File: src/source/gpu_pkg.sv
package gpu_pkg;

   ////////////////////////////////////////////////////////////
   // Widths
   ////////////////////////////////////////////////////////////

   localparam int INST_W  = 30;
   localparam int X_W     = 9;
   localparam int Y_W     = 8;
   localparam int ADDR_W  = 18;
   localparam int COLOR_W = 16;

   ////////////////////////////////////////////////////////////
   // Instruction fields
   ////////////////////////////////////////////////////////////

   localparam int CMD_MSB = 29;
   localparam int CMD_LSB = 26;

   // Point payload of SET_P1 and SET_P2.
   localparam int P_X_MSB = 16;
   localparam int P_X_LSB = 8;
   localparam int P_Y_MSB = 7;
   localparam int P_Y_LSB = 0;

   typedef enum logic [3:0] {
      CMD_NOP       = 4'd0,
      CMD_SET_P1    = 4'd1,
      CMD_SET_P2    = 4'd2,
      CMD_SET_COLOR = 4'd3,
      CMD_SET_LAYER = 4'd4,
      CMD_CLEAR     = 4'd5,
      CMD_DRAW_RECT = 4'd6
   } gpu_cmd_e;

   typedef enum logic {
      LAYER_BG = 1'b0,
      LAYER_FG = 1'b1
   } gpu_layer_e;

   ////////////////////////////////////////////////////////////
   // FSM states
   ////////////////////////////////////////////////////////////

   typedef enum logic {
      RECT_IDLE,
      RECT_RUN
   } rect_state_e;

   typedef enum logic [1:0] {
      BOOT_CLEAR_BG,
      BOOT_CLEAR_FG,
      BOOT_DONE
   } boot_state_e;

endpackage
File: src/source/gpu_core.sv
`timescale 1ns/1ps

module gpu_core #(
   parameter int SCREEN_W   = 320,
   parameter int SCREEN_H   = 240,
   parameter int FIFO_DEPTH = 64
) (
   input  logic                         clk_gpu,
   input  logic                         reset,
   input  logic                         cpu_inst_valid,
   input  logic [gpu_pkg::INST_W-1:0]   cpu_data,
   input  logic                         pause,
   output logic                         cpu_bp,
   output logic [gpu_pkg::ADDR_W-1:0]   ram_addr,
   output logic [gpu_pkg::COLOR_W-1:0]  ram_wdata,
   output logic                         ram_we_n,
   output logic                         cmd_active
);

   logic                        fifo_read;
   logic [gpu_pkg::INST_W-1:0]  fifo_data;
   logic                        fifo_empty;
   logic                        fifo_full;
   logic                        rect_start;
   logic                        rect_done;
   logic [gpu_pkg::X_W-1:0]     x1;
   logic [gpu_pkg::Y_W-1:0]     y1;
   logic [gpu_pkg::X_W-1:0]     x2;
   logic [gpu_pkg::Y_W-1:0]     y2;
   logic [gpu_pkg::COLOR_W-1:0] color;
   gpu_pkg::gpu_layer_e         layer;
   logic                        pix_valid;
   logic [gpu_pkg::X_W-1:0]     pix_x;
   logic [gpu_pkg::Y_W-1:0]     pix_y;

   gpu_inst_fifo #(.FIFO_DEPTH(FIFO_DEPTH)) gpu_inst_fifo_i (
      .clk_gpu (clk_gpu),
      .reset   (reset),
      .write   (cpu_inst_valid),
      .wdata   (cpu_data),
      .read    (fifo_read),
      .rdata   (fifo_data),
      .empty   (fifo_empty),
      .full    (fifo_full)
   );

   gpu_inst_regs #(.SCREEN_W(SCREEN_W), .SCREEN_H(SCREEN_H)) gpu_inst_regs_i (
      .clk_gpu    (clk_gpu),
      .reset      (reset),
      .fifo_empty (fifo_empty),
      .fifo_full  (fifo_full),
      .fifo_data  (fifo_data),
      .rect_done  (rect_done),
      .fifo_read  (fifo_read),
      .cpu_bp     (cpu_bp),
      .rect_start (rect_start),
      .x1         (x1),
      .y1         (y1),
      .x2         (x2),
      .y2         (y2),
      .color      (color),
      .layer      (layer),
      .cmd_active (cmd_active)
   );

   gpu_draw_rect gpu_draw_rect_i (
      .clk_gpu   (clk_gpu),
      .reset     (reset),
      .pause     (pause),
      .start     (rect_start),
      .x1        (x1),
      .y1        (y1),
      .x2        (x2),
      .y2        (y2),
      .done      (rect_done),
      .pix_valid (pix_valid),
      .pix_x     (pix_x),
      .pix_y     (pix_y)
   );

   gpu_pixel_writer #(.SCREEN_W(SCREEN_W), .SCREEN_H(SCREEN_H)) gpu_pixel_writer_i (
      .clk_gpu   (clk_gpu),
      .reset     (reset),
      .pause     (pause),
      .pix_valid (pix_valid),
      .pix_x     (pix_x),
      .pix_y     (pix_y),
      .color     (color),
      .layer     (layer),
      .ram_addr  (ram_addr),
      .ram_wdata (ram_wdata),
      .ram_we_n  (ram_we_n)
   );

endmodule

File: src/source/gpu_pixel_writer.sv
`timescale 1ns/1ps

module gpu_pixel_writer #(
   parameter int SCREEN_W = 320,
   parameter int SCREEN_H = 240
) (
   input  logic                         clk_gpu,
   input  logic                         reset,
   input  logic                         pause,
   input  logic                         pix_valid,
   input  logic [gpu_pkg::X_W-1:0]      pix_x,
   input  logic [gpu_pkg::Y_W-1:0]      pix_y,
   input  logic [gpu_pkg::COLOR_W-1:0]  color,
   input  gpu_pkg::gpu_layer_e          layer,
   output logic [gpu_pkg::ADDR_W-1:0]   ram_addr,
   output logic [gpu_pkg::COLOR_W-1:0]  ram_wdata,
   output logic                         ram_we_n
);

   localparam logic [gpu_pkg::ADDR_W-1:0] LINE_LEN  = gpu_pkg::ADDR_W'(SCREEN_W);
   // Foreground plane sits one screen above the background.
   localparam logic [gpu_pkg::ADDR_W-1:0] FG_OFFSET = gpu_pkg::ADDR_W'(SCREEN_W * SCREEN_H);

   logic                        in_screen;
   logic [gpu_pkg::ADDR_W-1:0]  lin_addr;
   logic [gpu_pkg::ADDR_W-1:0]  plane_addr;
   logic [gpu_pkg::ADDR_W-1:0]  addr_q;
   logic [gpu_pkg::COLOR_W-1:0] data_q;
   logic                        we_n_q;

   assign in_screen = (pix_x < SCREEN_W) && (pix_y < SCREEN_H);

   assign lin_addr   = gpu_pkg::ADDR_W'(pix_y) * LINE_LEN + gpu_pkg::ADDR_W'(pix_x);
   assign plane_addr = (layer == gpu_pkg::LAYER_FG) ? lin_addr + FG_OFFSET : lin_addr;

   ////////////////////////////////////////////////////////////
   // Write stage
   ////////////////////////////////////////////////////////////

   always_ff @(posedge clk_gpu) begin
      if (reset) begin
         we_n_q <= 1'b1;
      end else if (!pause) begin
         we_n_q <= !(pix_valid && in_screen);
      end
   end

   always_ff @(posedge clk_gpu) begin
      if (!pause) begin
         addr_q <= plane_addr;
         data_q <= color;
      end
   end

   // A held write goes out once pause drops.
   assign ram_we_n  = we_n_q || pause;
   assign ram_addr  = addr_q;
   assign ram_wdata = data_q;

endmodule

File: src/source/gpu_draw_rect.sv
`timescale 1ns/1ps

module gpu_draw_rect (
   input  logic                    clk_gpu,
   input  logic                    reset,
   input  logic                    pause,
   input  logic                    start,
   input  logic [gpu_pkg::X_W-1:0] x1,
   input  logic [gpu_pkg::Y_W-1:0] y1,
   input  logic [gpu_pkg::X_W-1:0] x2,
   input  logic [gpu_pkg::Y_W-1:0] y2,
   output logic                    done,
   output logic                    pix_valid,
   output logic [gpu_pkg::X_W-1:0] pix_x,
   output logic [gpu_pkg::Y_W-1:0] pix_y
);

   gpu_pkg::rect_state_e    state;
   logic [gpu_pkg::X_W-1:0] x_lo;
   logic [gpu_pkg::X_W-1:0] x_hi;
   logic [gpu_pkg::Y_W-1:0] y_lo;
   logic [gpu_pkg::Y_W-1:0] y_hi;
   logic [gpu_pkg::X_W-1:0] x_min;
   logic [gpu_pkg::X_W-1:0] x_max;
   logic [gpu_pkg::Y_W-1:0] y_max;
   logic                    step;
   logic                    line_end;

   // Corners may come in any order.
   assign x_lo = (x1 < x2) ? x1 : x2;
   assign x_hi = (x1 < x2) ? x2 : x1;
   assign y_lo = (y1 < y2) ? y1 : y2;
   assign y_hi = (y1 < y2) ? y2 : y1;

   assign step      = (state == gpu_pkg::RECT_RUN) && !pause;
   assign line_end  = (pix_x == x_max);
   assign pix_valid = step;
   assign done      = step && line_end && (pix_y == y_max);

   always_ff @(posedge clk_gpu) begin
      if (reset) begin
         state <= gpu_pkg::RECT_IDLE;
      end else if (start) begin
         state <= gpu_pkg::RECT_RUN;
      end else if (done) begin
         state <= gpu_pkg::RECT_IDLE;
      end
   end

   // Raster walk, x first.
   always_ff @(posedge clk_gpu) begin
      if (start) begin
         x_min <= x_lo;
         x_max <= x_hi;
         y_max <= y_hi;
         pix_x <= x_lo;
         pix_y <= y_lo;
      end else if (step && !done) begin
         if (line_end) begin
            pix_x <= x_min;
            pix_y <= pix_y + 1'b1;
         end else begin
            pix_x <= pix_x + 1'b1;
         end
      end
   end

endmodule

File: src/source/gpu_inst_regs.sv
`timescale 1ns/1ps

module gpu_inst_regs #(
   parameter int SCREEN_W = 320,
   parameter int SCREEN_H = 240
) (
   input  logic                        clk_gpu,
   input  logic                        reset,
   input  logic                        fifo_empty,
   input  logic                        fifo_full,
   input  logic [gpu_pkg::INST_W-1:0]  fifo_data,
   input  logic                        rect_done,
   output logic                        fifo_read,
   output logic                        cpu_bp,
   output logic                        rect_start,
   output logic [gpu_pkg::X_W-1:0]     x1,
   output logic [gpu_pkg::Y_W-1:0]     y1,
   output logic [gpu_pkg::X_W-1:0]     x2,
   output logic [gpu_pkg::Y_W-1:0]     y2,
   output logic [gpu_pkg::COLOR_W-1:0] color,
   output gpu_pkg::gpu_layer_e         layer,
   output logic                        cmd_active
);

   gpu_pkg::boot_state_e       boot_state;
   gpu_pkg::gpu_cmd_e          cmd;
   gpu_pkg::gpu_layer_e        clr_layer;
   logic [gpu_pkg::COLOR_W-1:0] color_q;
   logic                       busy;
   logic                       done_q;
   logic                       clear_sel;
   logic                       pop;
   logic                       boot_clear;
   logic                       clr_go;
   logic                       draw_go;

   assign cmd = gpu_pkg::gpu_cmd_e'(fifo_data[gpu_pkg::CMD_MSB:gpu_pkg::CMD_LSB]);

   // No pops until both boot clears have finished.
   assign pop        = !fifo_empty && !busy && (boot_state == gpu_pkg::BOOT_DONE);
   assign fifo_read  = pop;
   assign boot_clear = !busy && (boot_state != gpu_pkg::BOOT_DONE);

   assign clr_go  = boot_clear || (pop && cmd == gpu_pkg::CMD_CLEAR);
   assign draw_go = pop && cmd == gpu_pkg::CMD_DRAW_RECT;

   always_comb begin
      if (boot_clear) begin
         clr_layer = (boot_state == gpu_pkg::BOOT_CLEAR_FG) ?
                     gpu_pkg::LAYER_FG : gpu_pkg::LAYER_BG;
      end else begin
         clr_layer = gpu_pkg::gpu_layer_e'(fifo_data[0]);
      end
   end

   assign cpu_bp     = fifo_full || (boot_state != gpu_pkg::BOOT_DONE);
   // Stays up one more cycle to cover the last pixel's write.
   assign cmd_active = busy || done_q || (boot_state != gpu_pkg::BOOT_DONE);

   // Clears draw zero without touching the stored color.
   assign color = clear_sel ? '0 : color_q;

   ////////////////////////////////////////////////////////////
   // Control
   ////////////////////////////////////////////////////////////

   always_ff @(posedge clk_gpu) begin
      if (reset) begin
         boot_state <= gpu_pkg::BOOT_CLEAR_BG;
         busy       <= 1'b0;
         done_q     <= 1'b0;
         rect_start <= 1'b0;
         clear_sel  <= 1'b0;
      end else begin
         rect_start <= clr_go || draw_go;
         done_q     <= rect_done;

         if (rect_done) begin
            busy <= 1'b0;
         end else if (clr_go || draw_go) begin
            busy <= 1'b1;
         end

         if (clr_go) begin
            clear_sel <= 1'b1;
         end else if (draw_go) begin
            clear_sel <= 1'b0;
         end

         if (rect_done) begin
            case (boot_state)
               gpu_pkg::BOOT_CLEAR_BG: boot_state <= gpu_pkg::BOOT_CLEAR_FG;
               gpu_pkg::BOOT_CLEAR_FG: boot_state <= gpu_pkg::BOOT_DONE;
               default:                boot_state <= gpu_pkg::BOOT_DONE;
            endcase
         end
      end
   end

   ////////////////////////////////////////////////////////////
   // Drawing parameters
   ////////////////////////////////////////////////////////////

   always_ff @(posedge clk_gpu) begin
      if (clr_go) begin
         x1    <= '0;
         y1    <= '0;
         x2    <= gpu_pkg::X_W'(SCREEN_W - 1);
         y2    <= gpu_pkg::Y_W'(SCREEN_H - 1);
         layer <= clr_layer;
      end else if (pop) begin
         case (cmd)
            gpu_pkg::CMD_SET_P1: begin
               x1 <= fifo_data[gpu_pkg::P_X_MSB:gpu_pkg::P_X_LSB];
               y1 <= fifo_data[gpu_pkg::P_Y_MSB:gpu_pkg::P_Y_LSB];
            end
            gpu_pkg::CMD_SET_P2: begin
               x2 <= fifo_data[gpu_pkg::P_X_MSB:gpu_pkg::P_X_LSB];
               y2 <= fifo_data[gpu_pkg::P_Y_MSB:gpu_pkg::P_Y_LSB];
            end
            gpu_pkg::CMD_SET_COLOR: color_q <= fifo_data[gpu_pkg::COLOR_W-1:0];
            gpu_pkg::CMD_SET_LAYER: layer <= gpu_pkg::gpu_layer_e'(fifo_data[0]);
            default: ;
         endcase
      end
   end

endmodule

File: src/source/gpu_inst_fifo.sv
`timescale 1ns/1ps

module gpu_inst_fifo #(
   parameter int FIFO_DEPTH = 64
) (
   input  logic                       clk_gpu,
   input  logic                       reset,
   input  logic                       write,
   input  logic [gpu_pkg::INST_W-1:0] wdata,
   input  logic                       read,
   output logic [gpu_pkg::INST_W-1:0] rdata,
   output logic                       empty,
   output logic                       full
);

   localparam int PTR_W = (FIFO_DEPTH > 1) ? $clog2(FIFO_DEPTH) : 1;
   localparam int CNT_W = $clog2(FIFO_DEPTH + 1);

   logic [gpu_pkg::INST_W-1:0] mem [FIFO_DEPTH];
   logic [PTR_W-1:0]           wr_ptr;
   logic [PTR_W-1:0]           rd_ptr;
   logic [CNT_W-1:0]           count;
   logic                       do_wr;
   logic                       do_rd;

   assign do_wr = write && !full;
   assign do_rd = read && !empty;

   assign empty = (count == '0);
   assign full  = (count == CNT_W'(FIFO_DEPTH));

   // Head entry is always visible.
   assign rdata = mem[rd_ptr];

   always_ff @(posedge clk_gpu) begin
      if (do_wr) begin
         mem[wr_ptr] <= wdata;
      end
   end

   always_ff @(posedge clk_gpu) begin
      if (reset) begin
         wr_ptr <= '0;
         rd_ptr <= '0;
         count  <= '0;
      end else begin
         if (do_wr) begin
            wr_ptr <= (wr_ptr == PTR_W'(FIFO_DEPTH - 1)) ? '0 : wr_ptr + 1'b1;
         end
         if (do_rd) begin
            rd_ptr <= (rd_ptr == PTR_W'(FIFO_DEPTH - 1)) ? '0 : rd_ptr + 1'b1;
         end
         if (do_wr && !do_rd) begin
            count <= count + 1'b1;
         end else if (do_rd && !do_wr) begin
            count <= count - 1'b1;
         end
      end
   end

endmodule

File: config.mk
export PLATFORM = sky130hd
export DESIGN_NAME = gpu_core
export DESIGN_NICKNAME = d
export VERILOG_FILES = /design/src/source/gpu_pkg.sv /design/src/source/gpu_core.sv /design/src/source/gpu_pixel_writer.sv /design/src/source/gpu_draw_rect.sv /design/src/source/gpu_inst_regs.sv /design/src/source/gpu_inst_fifo.sv
export SDC_FILE = /design/constraint.sdc
export NUM_CORES = 1
export LEC_CHECK = 0
export ABC_CLOCK_PERIOD_IN_PS = 9650
export CORE_MARGIN = 2
export CORE_UTILIZATION = 52
export DETAILED_ROUTE_END_ITERATION = 8
export DONT_BUFFER_PORTS = 1
export PLACE_DENSITY = 0.77
export SETUP_SLACK_MARGIN = 0.1
export SYNTH_ARGS = -nofsm -noshare
export SYNTH_HDL_FRONTEND = slang
export SYNTH_SLANG_ARGS = --single-unit
File: constraint.sdc
create_clock -name clk_gpu -period 9.65 [get_ports clk_gpu]
set_input_delay 0.4825 -clock clk_gpu [delete_from_list [all_inputs] [get_ports clk_gpu]]
set_output_delay 0.4825 -clock clk_gpu [all_outputs]
set_load 0.02 [all_outputs]
## Word-level counts from Yosys, hierarchy flattened

Memories as Yosys holds them, arrays and structs flattened. A register that Yosys moved wholly into a read port is not among the register bits.
Index checks and enable logic that the tools add are counted.

- Bits in registers: 155
- Bits in latches: 0
- Memory bits (writable): 1920
- ROM bits: 0
- Input port bits: 34
- Output and inout bits: 37
- Logic and storage cells: 125
- Memories kept: 1

Memories:

| memory | words | width | read ports | clocked after Yosys merged registers in | write ports | line | text |
|---|---|---|---|---|---|---|---|
| gpu_inst_fifo_i.mem | 64 | 30 | 1 | 1 | 1 | gpu_inst_fifo.sv:19 | `logic [gpu_pkg::INST_W-1:0] mem [FIFO_DEPTH];` |

- $add $sub $neg: 8
- $mul: 1
- Divide/modulo/power cells: 0
- Order comparisons: 4
- Equal/unequal tests: 14
- Shifts and indexed selects: 0
- Mux-type cells: 29
- Bitwise operators: 1
- Reduce and logical (&&, ||, !) cells: 44

Operators with widths:

| cell | number |
|---|---|
| $mux W9 | 5 |
| $mux W8 | 5 |
| $mux W6 | 4 |
| $add A17 B9 Y18 | 1 |
| $add A18 B17 Y18 const B | 1 |
| $mux W18 | 1 |
| $logic_and A1 B1 Y1 | 15 |
| $mux W7 | 2 |
| $reduce_bool A2 Y1 | 7 |
| $add A6 B1 Y6 const B | 2 |
| $eq A4 B3 Y1 const B | 3 |
| $eq A6 B6 Y1 const B | 2 |
| $mul A8 B3 Y11 const B | 1 |
| $mux W1 | 11 |
| $add A9 B1 Y9 const B | 1 |
| $eq A9 B9 Y1 | 1 |
| $lt A9 B9 Y1 | 1 |
| $lt A9 B9 Y1 const B | 1 |
| $add A8 B1 Y8 const B | 1 |
| $eq A4 B2 Y1 const B | 2 |
| $eq A8 B8 Y1 | 1 |
| $logic_not A1 Y1 | 8 |
| $lt A8 B8 Y1 | 1 |
| $lt A8 B8 Y1 const B | 1 |
| 15 further kinds | 23 |

## Longest topological paths before layout

Gate-level depths: netlist (run 1).

- Depth in word-level cells: 8
- Depth in mapped cells: 15
- Gate-level depth less buffers: 14

## By module

From an unflattened synthesis (run 1), not the netlist that was laid out.

- Cells, all modules: 4014
- Area, all modules: 81992.4 um2

Modules (own cells, without submodules):

| module | instances | cells an instance | area an instance (um2) | seq. area each (um2) |
|---|---|---|---|---|
| gpu_inst_fifo | 1 | 3378 | 74730.4 | 58155.8 |
| gpu_draw_rect | 1 | 267 | 3025.4 | 1311.3 |
| gpu_inst_regs | 1 | 227 | 2298.5 | 1311.3 |
| gpu_pixel_writer | 1 | 142 | 1938.1 | 1041.0 |

## Worst setup path before layout (run 1)

OpenSTA, ideal clock, no wires.

- Kind: register -> register
- Start: register (tool-made name)
- End: register gpu_inst_regs_i.color_q[0] (netlist bit) (enable)
- Library setup time: 374 ps
- Arrival time: 2909 ps
- Data required time: 9276 ps
- Slack: 6367 ps
- Stages on the path, launching flop included: 11
- Path buffers: 4
- Period minus slack after synthesis: 3283 ps
- Cell sequence: dfxtp_1 -> buf_4 -> buf_6 -> buf_6 -> mux4_2 -> a22oi_1 -> nand3_1 -> a211o_1 -> a211oi_4 -> buf_2 -> and3_1

RTL lines:

| item | line | text |
|---|---|---|
| to (signal assigned) | gpu_inst_regs.sv:121 | `gpu_pkg::CMD_SET_COLOR: color_q <= fifo_data[gpu_pkg::COLOR_W-1:0];` |
| to (decl) | gpu_inst_regs.sv:28 | `logic [gpu_pkg::COLOR_W-1:0] color_q;` |

==> results of run 1 <==
synthesized netlist by cell type, types with 6 or more instances:
master	instances
buf_2	10
mux2i_1	38
clkbuf_1	66
nand4_1	6
dfxtp_1	67
nand3_1	26
ha_1	41
nor2_1	163
a21oi_1	48
nor2b_1	28
mux2_2	24
nor3_1	6
a31oi_1	9
buf_4	23
o21ai_1	17
buf_1	15
mux4_2	421
buf_6	16
and3_1	8
nand2_1	35
edfxtp_1	1438
inv_1	37
a22oi_1	11
a21o_1	22
xor2_1	34
o21ai_0	26
nand2b_1	6
xnor2_1	27
sequential cells by signal, indices dropped and copies added (netlist names), 7 cells and up, named ones only:
| name | flops |
|---|---|
| gpu_draw_rect_i.pix_y | 8 |
| gpu_inst_regs_i.y2 | 8 |
| gpu_draw_rect_i.x_min | 9 |
| gpu_inst_fifo_i.count | 7 |
| gpu_pixel_writer_i.ram_wdata | 16 |
| gpu_inst_regs_i.x2 | 9 |
| gpu_inst_regs_i.color_q | 16 |
| gpu_draw_rect_i.pix_x | 9 |
| gpu_inst_regs_i.y1 | 8 |
| gpu_inst_fifo_i.mem | 1344 |
| gpu_draw_rect_i.y_max | 8 |
| gpu_pixel_writer_i.ram_addr | 18 |
| gpu_draw_rect_i.x_max | 9 |
| gpu_inst_regs_i.x1 | 9 |
timing repair:
| item | CTS | global route |
|---|---|---|
| endpoints found under the hold margin | 1377 | 0 |
| setup endpoints to repair | 0 | 0 |
| hold buffers | 23 | 0 |
report_power, final:
part | internal [mW] | leakage, nW | switching [mW]
clock | 3.22 | 2.26 | 2.42
combinational | 0.154 | 4.74 | 0.294
sequential | 7.23 | 13.5 | 0.0655
area by class of cell:
cell class / count / area [sq um]
Antenna cell: 2 / 5.005
Clock buffer: 191 / 3916
Clock inverter: 71 / 742.0
Fill cell: 7622 / 46290
Inverter: 38 / 147.6
Multi-Input combinational cell: 1070 / 14130
Sequential cell: 1505 / 44540
Tap cell: 1500 / 1877
Timing Repair Buffer: 72 / 1016
per-layer routing:
metal  vias to the layer above  track usage, %
li1                      11580               -
met1                     14910           32.44
met2                      1654           40.45
met3                       283           5.206
met4                        10           9.710
met5                         -               0
how the worst min path moves through the flow:
stage,depth (start not counted),end,slack [ns],startpoint
after detailed placement,2,flop,0.49,gpu_inst_fifo_i.rd_ptr[1]$_SDFFE_PP0P_
final,1,gpu_inst_fifo_i.mem[27][0]$_DFFE_PP_,0.09,cpu_data[0]
after CTS,3,gpu_pixel_writer_i.we_n_q$_SDFFE_PP1N_,0.08,pause
after floorplan,2,gpu_draw_rect_i.state$_SDFFE_PP0P_,0.45,gpu_draw_rect_i.state$_SDFFE_PP0P_
after global placement,2,gpu_draw_rect_i.state$_SDFFE_PP0P_,0.46,gpu_draw_rect_i.state$_SDFFE_PP0P_
after global routing,1,gpu_inst_fifo_i.mem[27][0]$_DFFE_PP_,0.09,cpu_data[0]
stage by stage:
stage	hold slack, ns	total power, mW
after floorplan	0.4487	7.653
after global placement	0.4609	7.722
after detailed placement	0.4887	7.751
after CTS	0.07570	13.43
after global routing	0.09180	13.71
final	0.09323	13.38
layout by cell type, fill, tap and decap left out, types with 6 or more instances in the layout:
cell	synthesis	routed
edfxtp_1	1438	1438
mux4_2	421	421
clkbuf_16	0	149
nor2_1	163	99
dfxtp_1	67	63
a21oi_1	48	48
buf_4	23	45
ha_1	41	41
clkbuf_1	66	39
mux2i_1	38	38
inv_1	37	37
nand2_1	35	35
xor2_1	34	34
nor2_2	1	33
clkinv_1	1	33
nor2_4	0	32
nor2b_1	28	28
xnor2_1	27	27
nand3_1	26	26
o21ai_0	26	26
mux2_2	24	24
a21o_1	22	22
buf_16	0	21
o21ai_1	17	17
clkinv_2	0	15
bufinv_16	0	13
a22oi_1	11	11
a31oi_1	9	9
and3_1	8	8
nand2b_1	6	6
nor3_1	6	6
nand4_1	6	6
cells by family after synthesis:
group           share of synthesized area, %
fa+ha+maj                             0.9681
compound gates                         1.877
xor+xnor                              0.9026
flops                                  75.21
buf+inv                                1.482
simple gates                           2.441
mux                                    17.12
worst max-delay path: stages, from the launching register on:
cell      delay, ns
dfxtp_4        0.95
buf_12         0.71
mux4_2         0.59
a22o_1         0.26
o211ai_1       0.59
o211ai_1       0.43
nor3b_4        1.02
mux2i_1        0.30
nor2_1         0.06
==> impl_metrics.tcl, run 1 <==
set metrics [dict create \
    drive_gt1_share_pct 26.81 \
    hold_violations 0 \
    yosys.area.top_type "edfxtp_1" \
    h-tree-depth 4 \
    place_ws_ns 4.443 \
    drt-met1-wl_microns 50830 \
    syn_avg_cell_area_sq_um 21.56 \
    worstPathArrival_ns 5.77 \
    max_freq_mhz 194.4 \
    coreArea_sq_um 112700 \
    synthArstFlopShare_pct 0 \
    fin_area_sq_um 66370 \
    status "completed" \
    io_pins 71 \
    tightest_slew_ns 1.267 \
    seq_area_frac_synth_pct 75.21 \
    setup_violations 0 \
    startpoint_type "flop" \
    cts_tree "built" \
    nNetsFinal 2909 \
    fin_tns_setup_ns 0 \
    dr.pass1.iters 6 \
    rows 123 \
    grt_first_pass_wirelength_microns 204700 \
    rsz0062_at_grt "false" \
    wl_met2_microns 70790 \
    reg2reg_slack_ns 4.51 \
    vias 28440 \
    vias_per_cell 6.392 \
    slew_headroom_pct 15.27 \
    endpoint_kind "flop" \
    dpl-instance-area_sq_um 61110 \
    power_density_nw_per_um2 201.6 \
    postSynthCellCount 2745 \
    ff2ff_path_depth 8 \
    syn_nets 2823 \
    synth_top_area_share_pct 72.95 \
    drcViolationCount 0 \
    finalCriticalPeriod_ns 5.145 \
    period_share_pct 53.31 \
    cts_root_buf "clkbuf_16" \
    cp_max_fo 111 \
    place.gp.congestion 0.8481 \
    grt_pass1_vias 29550 \
    r2r_end "gpu_inst_regs_i.x1[4]$_SDFFE_PP0P_" \
    syn_to_final_growth_pct 12.12 \
    grt_max_degree 161 \
    dp_hpwl_microns 73730 \
    dieArea_sq_um 116600 \
    io_buffers 0 \
    vdd_drop_max_uv 165.6 \
    wire_per_inst_microns 31.67 \
    fp.dieW_microns 341.4 \
    setup.worst_path.end "gpu_inst_regs_i.x1[4]$_SDFFE_PP0P_" \
    fin_cells 4449 \
    start_util_pct 52.55 \
    synth_edf_count 1438 \
    grt_antenna_before_repair 10 \
    gr-total-overflow 0 \
    hp-class "in2reg" \
    cap_violations 0 \
    clock_path_buffers 3 \
    required_ns 10.28 \
    synth-seq-cells 1505 \
    cts_resized 0 \
    yosys_most_used_dff "edfxtp_1" \
    p_leak_nw 20.51 \
    met3_length_microns 13920 \
    dr.first_iter.drc_count 3672 \
    dpl.cell_count 4162 \
    finish.utilization_pct 58.91 \
    clock_skew_ns 0.03540 \
    path_class "reg2reg" \
    netlist_area_sq_um 59200 \
    yosysWarnings 0 \
    drt_wl_total_microns 140900 \
    post_cts_buffers 0 \
    fp.dieH_microns 341.4 \
    path_clk_slew_ns 0.06 \
    clk_latency_ns 0.77 \
    postRouteAntennaNets 0 \
    final_max_slew_viol_count 0 \
    top_layer_used "met5" \
    grt.total_usage_pct 24.60 \
    clock-sinks 1505 \
    ys_types 65 \
    numCtsBuffers 144 \
    synthTopCellsByArea "edfxtp_1 73%, mux4_2 16%, dfxtp_1 2.3%, nor2_1 1.0%, ha_1 0.87%" \
    layout_setup_ws_ns 4.505 \
]
No activity file was read; power rests on OpenSTA's default activity.
==> run 2: changes to the inputs <==
--- a/config.mk
+++ b/config.mk
@@ -5,12 +5,12 @@
 export SDC_FILE = /design/constraint.sdc
 export NUM_CORES = 1
 export LEC_CHECK = 0
-export ABC_CLOCK_PERIOD_IN_PS = 9650
+export ABC_CLOCK_PERIOD_IN_PS = 4180
 export CORE_MARGIN = 2
 export CORE_UTILIZATION = 52
 export DETAILED_ROUTE_END_ITERATION = 8
 export DONT_BUFFER_PORTS = 1
-export PLACE_DENSITY = 0.77
+export PLACE_DENSITY = 0.8
 export SETUP_SLACK_MARGIN = 0.1
 export SYNTH_ARGS = -nofsm -noshare
 export SYNTH_HDL_FRONTEND = slang
==> constraint.sdc (replaced) <==
create_clock -name clk_gpu -period 4.18 [get_ports clk_gpu]
set_input_delay 0.209 -clock clk_gpu [delete_from_list [all_inputs] [get_ports clk_gpu]]
set_output_delay 0.209 -clock clk_gpu [all_outputs]
set_load 0.02 [all_outputs]
==> impl_metrics.tcl, run 2 (synthesized netlist as in run 1, its figures left out) <==
set metrics [dict create \
    cts_root_buf "clkbuf_16" \
    holdWs_ns 0.1482 \
    combPwrFrac_pct 3.6 \
    fin_tns_setup_ns 0 \
    vias_per_cell 6.629 \
    finalCriticalPeriod_ns 3.781 \
    drive_gt1_share_pct 29.07 \
    vias 30100 \
    clock_skew_ns 0.03176 \
    cap_violations 0 \
    fp.dieH_microns 341.4 \
    seqCellArea_sq_um 44540 \
    cp_max_fo 46 \
    reg2reg_slack_ns 0.40 \
    start_util_pct 52.55 \
    nNetsFinal 3004 \
    p_leak_nw 21.00 \
    layout_commonest_cell "edfxtp_1" \
    grt_first_pass_wirelength_microns 221300 \
    cts_tree "built" \
    drcViolationCount 0 \
    hold_violations 0 \
    path_class "reg2reg" \
    rsz0062_at_grt "false" \
    final_max_slew_viol_count 0 \
    drt_wl_total_microns 154000 \
    fp.dieW_microns 341.4 \
    grt_pass1_vias 30760 \
    dr.pass1.iters 6 \
    io_pins 71 \
    gr-total-overflow 0 \
    startpoint_type "flop" \
    rows 123 \
    io_buffers 0 \
    switching_share_pct 21.45 \
    setup_violations 0 \
    power_density_nw_per_um2 460.7 \
    dieArea_sq_um 116600 \
    p_int_mw 24.25 \
    final_cell_mix "1438 x edfxtp_1, 421 x mux4_2, 143 x clkbuf_16" \
    slew_headroom_pct 7.789 \
    h-tree-depth 4 \
    vdd_drop_max_uv 451.1 \
    coreArea_sq_um 112700 \
    multiInputGateArea_sq_um 13970 \
    place.gp.congestion 0.9052 \
    path_clk_slew_ns 0.07 \
    syn_to_final_growth_pct 13.21 \
    grt_antenna_before_repair 16 \
    top_register "gpu_inst_fifo_i.mem" \
    fill_cells 7388 \
    dp_hpwl_microns 79860 \
    totalPowerFinal_mw 30.88 \
    numCtsBuffers 139 \
    wire_per_inst_microns 33.91 \
    period_share_pct 90.46 \
    finish.utilization_pct 59.49 \
    power_frac_seq_pct 54.5 \
    pwr-share-clk_pct 41.9 \
    endpoint_kind "flop" \
    max_freq_mhz 264.5 \
    cts_resized 0 \
    grt_max_degree 65 \
    power_switching_mw 6.623 \
    required_ns 4.80 \
    dr.first_iter.drc_count 4875 \
    fin_cells 4541 \
    status "completed" \
    postRouteAntennaNets 0 \
    worstPathArrival_ns 4.40 \
    dpl.cell_count 4235 \
    grt.total_usage_pct 26.69 \
    clk_latency_ns 0.76 \
    clock-sinks 1505 \
    tightest_slew_ns 1.381 \
    largest_reg_flops 1344 \
    clock_path_buffers 3 \
    hp-class "in2reg" \
]
[run 2: cell types whose count changed in the layout (fill, tap and decap cells not counted), sizes merged]
| cell | delta |
|---|---|
| inv | +1 |
| clkbuf | -19 |
| buf | +78 |
| clkinvlp | +6 |
| clkinv | +3 |
| dlygate4sd3 | +22 |
| diode | +1 |
[run 2: layout make-up]
class | count | area share, %
clock inverter | 81 | 1.275
timing repair buffer | 172 | 2.849
tap | 1500 | 2.801
inverter | 38 | 0.2166
sequential | 1505 | 66.46
clock buffer | 172 | 5.547
multi-input combinational | 1070 | 20.84
antenna | 3 | 0.01120
[run 2: power groups by stage]
stage | registers [mW] | clock network (mW) | logic (mW)
after CTS | 16.8 | 13.0 | 1.07
after floorplan | 17.1 | 0 | 0.537
after global placement | 17.1 | 0 | 0.703
after global routing | 16.8 | 13.5 | 1.18
after detailed placement | 17.2 | 0 | 0.752
final | 16.8 | 12.9 | 1.11
[run 2: worst max-delay path: stages, from the launching register on]
cell	delay (ns)
dfxtp_4	0.69
buf_12	0.39
mux4_2	0.61
mux2i_1	0.32
mux4_2	0.35
o211ai_1	0.28
nor3b_4	0.28
buf_4	0.33
mux2i_1	0.27
nor2_1	0.05
[run 2: layer usage]
| layer | vias to the layer above | share of wire, % | global-route usage, % |
|---|---|---|---|
| li1 | 11760 | - | - |
| met4 | 20 | 5.4 | 12.68 |
| met1 | 15410 | 33 | 33.85 |
| met2 | 2406 | 49 | 43.09 |
| met5 | - | 0.11 | 0 |
| met3 | 509 | 12 | 7.267 |
[run 2: worst paths after layout]
kind                                                          from                                     end  cells after the start
worst max-delay path                                          flop      gpu_inst_regs_i.y1[5]$_SDFFE_PP0P_                      9
worst min register to register  gpu_draw_rect_i.state$_SDFFE_PP0P_      gpu_draw_rect_i.state$_SDFFE_PP0P_                      2
worst max register to register                                flop      gpu_inst_regs_i.y1[5]$_SDFFE_PP0P_                      9
worst min-delay path                                cpu_inst_valid  gpu_inst_fifo_i.wr_ptr[1]$_SDFFE_PP0P_                      3
[run 2: through the flow]
step | setup WS, ns | area [sq um]
3_3_place_gp | 0.4217 | 61550
6_report | 0.3987 | 67010
3_5_place_dp | 0.3106 | 61550
4_1_cts | 0.2689 | 66960
2_1_floorplan | 0.8975 | 59200
5_1_grt | 0.2639 | 67010
[run 2: repair_timing]
item | 4_1_cts | 5_1_grt
hold endpoints to repair | 1377 | 0
endpoints found under the setup margin | 0 | 31
setup buffers | 0 | 4
hold buffers | 46 | 0
